<file path="config.mk">
export PLATFORM = sky130hd
export DESIGN_NAME = fetch_top
export DESIGN_NICKNAME = d
export VERILOG_FILES = /design/src/fetch_pkg.sv /design/src/inst_cache.sv /design/src/fetch_unit.sv /design/src/fetch_top.sv
export VERILOG_INCLUDE_DIRS = /design/src /design/src/src
export SDC_FILE = /design/constraint.sdc
export NUM_CORES = 2
export LEC_CHECK = 0
export BUFFER_PORTS_ARGS = -buffer_cell sky130_fd_sc_hd__buf_2
export CORE_ASPECT_RATIO = 1.4
export CORE_UTILIZATION = 31
export DETAILED_ROUTE_END_ITERATION = 7
export GPL_TIMING_DRIVEN = 0
export RECOVER_POWER = 100
export SLEW_MARGIN = 10
export SYNTH_ARGS = -nofsm -noshare
export SYNTH_HDL_FRONTEND = slang
export SYNTH_SLANG_ARGS = --single-unit
</file>
<file path="constraint.sdc">
create_clock -name clock -period 4.61 [get_ports clock]
set_input_delay 0.2305 -clock clock [delete_from_list [all_inputs] [get_ports clock]]
set_output_delay 0.2305 -clock clock [all_outputs]
set_load 0.05 [all_outputs]
</file>
<file path="src/fetch_consts.svh">
`ifndef FETCH_CONSTS_SVH
`define FETCH_CONSTS_SVH

// PC after reset at the boot ROM entry
`define FETCH_RESET_PC 32'h3000_0000

// Cached SDRAM window with inclusive base and exclusive limit
`define SDRAM_BASE 32'ha000_0000
`define SDRAM_LIMIT 32'ha200_0000

// Direct-mapped cache geometry
`define ICACHE_SETS 16
`define BLOCK_WORDS 4

// arlen of a block read as beats minus one
`define BURST_LEN_FIELD 4'd3

`endif

</file>
<file path="src/fetch_pkg.sv">
package fetch_pkg;

	typedef logic [31:0] addr_t;      // Byte address
	typedef logic [31:0] word_t;      // Instruction or data word
	typedef logic [1:0] burst_t;      // 0 fixed, 1 incrementing
	typedef logic [3:0] len_t;        // Beats minus one
	typedef logic [1:0] resp_t;
	typedef logic [23:0] cache_tag_t; // Address bits above index and offset

	// Block fill sequencing in the instruction cache
	typedef enum logic {
		fill_idle,
		fill_filling
	} fill_state_t;

endpackage

</file>
<file path="src/inst_cache.sv">
`timescale 1ns/1ps
`include "fetch_consts.svh"

module inst_cache (
	input  logic             clock,
	input  logic             reset,

	input  fetch_pkg::addr_t lookup_addr,
	input  logic             lookup_valid,
	output logic             hit,
	output fetch_pkg::word_t hit_data,

	input  fetch_pkg::addr_t fill_addr,
	input  fetch_pkg::word_t fill_data,
	input  logic             fill_valid
);
	import fetch_pkg::*;

	localparam int OFF_W = $clog2(`BLOCK_WORDS);
	localparam int IDX_W = $clog2(`ICACHE_SETS);
	localparam int IDX_LSB = 2 + OFF_W;
	localparam int TAG_LSB = IDX_LSB + IDX_W;

	word_t data_mem [`ICACHE_SETS][`BLOCK_WORDS];
	cache_tag_t tag_mem [`ICACHE_SETS];
	logic [`ICACHE_SETS-1:0] valid_bits;

	fill_state_t state;
	logic [31:IDX_LSB] fill_block; // Block being filled

	logic [IDX_W-1:0] lk_idx;
	logic [OFF_W-1:0] lk_off;
	cache_tag_t lk_tag;
	logic [IDX_W-1:0] fl_idx;
	logic [OFF_W-1:0] fl_off;
	cache_tag_t fl_tag;
	logic fl_last;

	assign lk_idx = lookup_addr[TAG_LSB-1:IDX_LSB];
	assign lk_off = lookup_addr[IDX_LSB-1:2];
	assign lk_tag = lookup_addr[31:TAG_LSB];

	assign fl_idx = fill_addr[TAG_LSB-1:IDX_LSB];
	assign fl_off = fill_addr[IDX_LSB-1:2];
	assign fl_tag = fill_addr[31:TAG_LSB];
	assign fl_last = (fl_off == OFF_W'(`BLOCK_WORDS - 1));

	assign hit = lookup_valid & valid_bits[lk_idx] & (tag_mem[lk_idx] == lk_tag);
	assign hit_data = data_mem[lk_idx][lk_off];

	always_ff @(posedge clock) begin
		if (reset) begin
			state <= fill_idle;
			valid_bits <= '0;
		end else if (fill_valid) begin
			if (fl_last) begin
				valid_bits[fl_idx] <= 1'b1;
				state <= fill_idle;
			end else if (state == fill_idle) begin
				valid_bits[fl_idx] <= 1'b0; // Old block gone from first beat
				state <= fill_filling;
			end
		end
	end

	always_ff @(posedge clock) begin
		if (fill_valid) begin
			data_mem[fl_idx][fl_off] <= fill_data;
			if (fl_last) begin
				tag_mem[fl_idx] <= fl_tag;
			end
			if (state == fill_idle) begin
				fill_block <= fill_addr[31:IDX_LSB];
			end
		end
	end

	a_fill_one_block: assert property (@(posedge clock) disable iff (reset)
		fill_valid && state == fill_filling |-> fill_addr[31:IDX_LSB] == fill_block);

	// Fetch side never looks up while a fill beat is written
	a_no_overlap: assert property (@(posedge clock) disable iff (reset)
		!(lookup_valid && fill_valid));

endmodule

</file>
<file path="src/fetch_unit.sv">
`timescale 1ns/1ps
`include "fetch_consts.svh"

module fetch_unit (
	input  logic              clock,
	input  logic              reset,

	output fetch_pkg::addr_t  araddr,
	output logic              arvalid,
	input  logic              arready,
	output fetch_pkg::burst_t arburst,
	output fetch_pkg::len_t   arlen,
	input  fetch_pkg::word_t  rdata,
	input  fetch_pkg::resp_t  rresp,
	input  logic              rlast,
	input  logic              rvalid,
	output logic              rready,

	output fetch_pkg::addr_t  lookup_addr,
	output logic              lookup_valid,
	input  logic              hit,
	input  fetch_pkg::word_t  hit_data,

	output fetch_pkg::addr_t  fill_addr,
	output fetch_pkg::word_t  fill_data,
	output logic              fill_valid,

	input  logic              jump_wrong,
	input  fetch_pkg::addr_t  jump_addr,
	output fetch_pkg::addr_t  pc,
	output fetch_pkg::word_t  inst,
	output logic              idu_valid,
	input  logic              idu_ready
);
	import fetch_pkg::*;

	localparam int OFF_W = $clog2(`BLOCK_WORDS);
	localparam addr_t BLOCK_MASK = ~addr_t'(`BLOCK_WORDS * 4 - 1);

	logic pc_in_sdram;
	logic npc_in_sdram;
	logic beat;
	logic fetch_done;
	logic handoff;
	logic redirect;
	logic fetch_go;
	logic last;
	logic jump_pending;
	logic [OFF_W-1:0] beat_off;
	addr_t pc_next;
	word_t inst_next;

	function automatic logic in_window(addr_t a);
		in_window = (a >= `SDRAM_BASE) && (a < `SDRAM_LIMIT);
	endfunction

	assign rready = 1'b1; // Every rvalid cycle is a beat
	assign beat = rvalid & rready;
	// rresp is accepted but not checked

	assign pc_in_sdram = in_window(pc);
	assign npc_in_sdram = in_window(pc_next);

	assign araddr = pc_in_sdram ? (pc & BLOCK_MASK) : pc;
	assign arburst = pc_in_sdram ? burst_t'(1) : burst_t'(0);
	assign arlen = pc_in_sdram ? `BURST_LEN_FIELD : len_t'(0);

	assign lookup_addr = pc;

	// Hit, last fill beat, or the single uncached beat
	assign fetch_done = (lookup_valid & hit) | (fill_valid & last) | (beat & ~pc_in_sdram);

	assign handoff = idu_valid & idu_ready;
	assign redirect = (jump_wrong | jump_pending) & (idu_valid | fetch_done);
	assign fetch_go = handoff | redirect;

	always_comb begin
		if (redirect) begin
			pc_next = jump_addr;
		end else if (handoff) begin
			pc_next = pc + 32'd4;
		end else begin
			pc_next = pc;
		end
	end

	always_comb begin
		if (beat & (~pc_in_sdram | (pc[OFF_W+1:2] == beat_off))) begin
			inst_next = rdata;
		end else if (lookup_valid & hit) begin
			inst_next = hit_data;
		end else begin
			inst_next = inst;
		end
	end

	always_ff @(posedge clock) begin
		if (reset) begin
			pc <= `FETCH_RESET_PC;
			arvalid <= 1'b1; // Boot fetch requested at once
			lookup_valid <= 1'b0;
			fill_valid <= 1'b0;
			last <= 1'b0;
			beat_off <= '0;
			idu_valid <= 1'b0;
			jump_pending <= 1'b0;
		end else begin
			pc <= pc_next;
			arvalid <= (arvalid & ~arready) |
				(~arvalid & ((lookup_valid & ~hit) | (fetch_go & ~npc_in_sdram)));
			lookup_valid <= fetch_go & npc_in_sdram;
			fill_valid <= beat & pc_in_sdram;
			if (beat) begin
				last <= rlast;
			end
			if (lookup_valid) begin
				beat_off <= '0;
			end else if (beat & pc_in_sdram) begin
				beat_off <= beat_off + 1'b1;
			end
			// Drop a completed fetch when a redirect is due
			idu_valid <= (~idu_valid & fetch_done & ~jump_wrong & ~jump_pending) |
				(idu_valid & ~idu_ready & ~jump_wrong);
			jump_pending <= (jump_pending & ~fetch_done) |
				(~jump_pending & jump_wrong & ~fetch_done & ~idu_valid);
		end
	end

	always_ff @(posedge clock) begin
		inst <= inst_next;
		if (beat) begin
			fill_data <= rdata;
			fill_addr <= (pc & BLOCK_MASK) | addr_t'({beat_off, 2'b00});
		end
	end

	a_ar_hold: assert property (@(posedge clock) disable iff (reset)
		arvalid && !arready |=> arvalid && $stable(araddr));

	// Stalled instruction must not change under the decoder
	a_idu_hold: assert property (@(posedge clock) disable iff (reset)
		idu_valid && !idu_ready && !jump_wrong |=> idu_valid && $stable(inst));

endmodule

</file>
<file path="src/fetch_top.sv">
`timescale 1ns/1ps

module fetch_top (
	input  logic              clock,
	input  logic              reset,

	output fetch_pkg::addr_t  araddr,
	output logic              arvalid,
	input  logic              arready,
	output fetch_pkg::burst_t arburst,
	output fetch_pkg::len_t   arlen,
	input  fetch_pkg::word_t  rdata,
	input  fetch_pkg::resp_t  rresp,
	input  logic              rlast,
	input  logic              rvalid,
	output logic              rready,

	input  logic              jump_wrong,
	input  fetch_pkg::addr_t  jump_addr,
	output fetch_pkg::addr_t  pc,
	output fetch_pkg::word_t  inst,
	output logic              idu_valid,
	input  logic              idu_ready
);
	import fetch_pkg::*;

	addr_t lookup_addr;
	logic lookup_valid;
	logic hit;
	word_t hit_data;
	addr_t fill_addr;
	word_t fill_data;
	logic fill_valid;

	fetch_unit fetch0 (
		.clock        (clock),
		.reset        (reset),
		.araddr       (araddr),
		.arvalid      (arvalid),
		.arready      (arready),
		.arburst      (arburst),
		.arlen        (arlen),
		.rdata        (rdata),
		.rresp        (rresp),
		.rlast        (rlast),
		.rvalid       (rvalid),
		.rready       (rready),
		.lookup_addr  (lookup_addr),
		.lookup_valid (lookup_valid),
		.hit          (hit),
		.hit_data     (hit_data),
		.fill_addr    (fill_addr),
		.fill_data    (fill_data),
		.fill_valid   (fill_valid),
		.jump_wrong   (jump_wrong),
		.jump_addr    (jump_addr),
		.pc           (pc),
		.inst         (inst),
		.idu_valid    (idu_valid),
		.idu_ready    (idu_ready)
	);

	inst_cache cache0 (
		.clock        (clock),
		.reset        (reset),
		.lookup_addr  (lookup_addr),
		.lookup_valid (lookup_valid),
		.hit          (hit),
		.hit_data     (hit_data),
		.fill_addr    (fill_addr),
		.fill_data    (fill_data),
		.fill_valid   (fill_valid)
	);

endmodule

</file>
==> impl_metrics.ini <==
[status]
status = finished, violations left
violations = capacitance limit, slew limit

[clock_network]
cts_tree = done
clk_pin_slew_ps = 60
clockRootBuffer = clkbuf_16
cts_max_path_buffers = 4
cts.sinks = 2583
cts_buffers = 233
cts.htree.levels = 4
clk_latency_ps = 900

[routing]
wl_per_cell_um = 29.62
drc_errors = 0
ant_nets = 0
vias = 47580
viasPerCell = 5.140
drt-pass1-iter-count = 6
drt-total-wl_um = 274200
drtIter0Drc = 5341

[power_and_ir_drop]
peakVddDrop_uv = 307.5
p_comb_frac = 0.072
p_int_w = 0.03805
p_sw_frac = 0.2243
seqPwrFrac = 0.535
p_per_area_nw_per_um2 = 424.5
power.leakage_nw = 34.91
power.share.clock = 0.393
switching_power_w = 0.01100

[global_routing]
grt_max_degree = 49
met3_usage = 0.02208
antenna_found_initial = 14
grt.met1_usage = 0.1948
grt_usage = 0.1672
grt_pass1_vias = 49410
busiest_layer = met2
grt_pass1_wl_um = 381300
grt_overflow = 0
use_met2 = 0.3164

[cells_and_area]
final_core_util = 0.3624
fin_nets = 4947
finish.instance_area_um2 = 115500
syn2layout_area_growth_pct = 16.00
drive_gt1_frac = 0.2866
final_cell_mix = edfxtp_1 (2526), mux4_2 (741), clkbuf_1 (307)
num-fill-cells = 28980
final_common_cell = edfxtp_1

[floorplanning]
dieWidth_um = 481.1
start_util = 0.3124
io_pins = 178
core-area_um2 = 318800
dieArea_um2 = 323600
die_h_um = 672.7
rows = 245

[sta]
finalHoldViolCount = 0
worst_pin_slew_ps = 2334
final-max-slew-violation-count = 1068
finalSetupViolations = 0
period_needed_ps = 4574
fmax_mhz = 218.6
finClkSkew_ps = 70.74
rsz0062_at_grt = false
timing.slew.headroom = -0.5559
fin_crit_sh = 0.9922

[critical_path]
crit_required_ps = 5230
cp-start-kind = flop
r2r_setup_slack_ps = 40
arrival_ps = 5190
crit_path_max_fanout = 10
worstSetupPathType = reg -> reg
end_kind = flop

[yosys]
yosysWarnings = 0
synth_flop_cell = edfxtp_1
synth_enable_flop_cells = 2526
ys_ff_latch = 2583
async_reset_ff_frac = 0
netlist_area_um2 = 99610
synth_cells = 4232
synth_seq_area_share = 0.7730
ys_types = 71
avgSynthCellArea_um2 = 23.54

[place]
placed_area_um2 = 109700
port_buffers = 170
hpwl_um = 190400
gp_congestion = 0.8404

[job]
maxCapViolCount = 68

[worst_hold_path]
hold_path_class = in -> reg
## cell families after synthesis
| group | Yosys count | synth area share |
|---|---|---|
| simple gates | 253 | 0.01283 |
| mux | 874 | 0.1814 |
| flops | 2583 | 0.7730 |
| xor+xnor | 59 | 0.005188 |
| buf+inv | 285 | 0.01451 |
| fa+ha+maj | 1 | 0.0001256 |
| compound gates | 175 | 0.01285 |
| other cells | 2 | 0.00007540 |
## final timing paths
check | from | endpoint | depth (start not counted)
max reg2reg | fetch0.lookup_addr[5] | fetch0.inst[10] | 11
max | fetch0.lookup_addr[5] | fetch0.inst[10] | 11
min reg2reg | fetch0.lookup_valid | fetch0.beat_off[0] | 1
min | rdata[21] | fetch0.fill_data[21] | 2
## flip-flops by register name, summed over array words and instances, names as in the netlist, 2 cells and up, named ones only
signal              cells
fetch0.fill_data       32
fetch0.fill_addr       30
fetch0.lookup_addr     32
fetch0.beat_off         2
cache0.data_mem      2048
cache0.tag_mem        384
fetch0.inst            32
## Yosys cell counts, drive strengths merged (3+ instances only)
cell type  instances  area, µm²
nand2             41      153.9
a21oi             16      80.08
xor2              22      192.7
and4               4      35.03
nand2b             3      18.77
mux4             741      16690
mux2i             90      900.9
nand4             11      75.07
nor4              10      83.83
dfxtp             57       1141
clkbuf           130      488.0
nor3              16      96.35
o22ai              6      37.54
o211ai            14      105.1
inv               22      82.58
and2               9      56.31
o31ai             23      172.7
o21ai             20      100.1
a22o              10      87.58
buf              133      874.6
a2111oi            5      50.04
a221oi             4      35.03
a211oi             6      45.04
edfxtp          2526      75850
or3                3      18.77
a21o               3      22.52
a22oi             17      127.6
nor2b             23      143.9
nor2              93      351.6
mux2              43      484.2
and3               7      43.79
xnor2             37      324.1
nand3             23      120.1
o221ai             4      35.03
o21a              32      240.2
## power by group through the flow
stage	sequential (W)	clock, W	combinational (W)
6_report	0.0263	0.0193	0.00351
5_1_grt	0.0263	0.0203	0.00367
4_1_cts	0.0263	0.0195	0.00371
3_5_place_dp	0.0268	0	0.00359
3_3_place_gp	0.0271	0	0.00307
2_1_floorplan	0.0270	0	0.00177
## metal layers
metal	vias to the layer above	wire, µm
met2	1744	151100
met3	433	15560
met1	26070	99210
li1	19340	-
met5	-	13
met4	2	8293
## per-stage QoR
step | power, W | hold slack, ps | worst slack, ps | setup TNS [ps] | instances
after global routing | 0.05026 | 103.9 | 3.818 | 0 | 9256
after floorplan | 0.02878 | 319.9 | 419.9 | 0 | 4234
after detailed placement | 0.03036 | 425.5 | -1546 | -104460 | 8766
after global placement | 0.03014 | 425.0 | -3409 | -3651710 | 8603
after CTS | 0.04951 | 28.29 | 1.568 | 0 | 9255
final | 0.04905 | 95.25 | 35.90 | 0 | 9257
## cell type report
class / instances / area [µm²] / area share
diodes: 2 / 5.005 / 0.00004331
plain buffers: 262 / 1953 / 0.01690
clock buffers: 283 / 6070 / 0.05253
clock inverters: 135 / 1310 / 0.01134
inverters: 22 / 82.58 / 0.0007147
multi-input cells: 1366 / 21240 / 0.1838
flip-flops and latches: 2583 / 77000 / 0.6664
well taps: 4199 / 5254 / 0.04547
repair buffers: 405 / 2636 / 0.02282
## what timing repair did
item                                    CTS  global route
setup buffers                             1             0
hold buffers                             71             0
endpoints found under the setup margin  100            21
pin swaps                                 1             0
resized for setup                       242            11
endpoints found under the hold margin   116             0
## critical path, cell delays in order (launching register included)
cell,delay (ps)
dfxtp_2,490
buf_6,240
buf_6,240
buf_6,250
buf_4,270
buf_6,260
clkbuf_8,270
clkbuf_4,310
mux4_2,370
mux4_2,580
mux4_2,620
mux2_2,300
No activity file was read; power rests on OpenSTA's default activity.
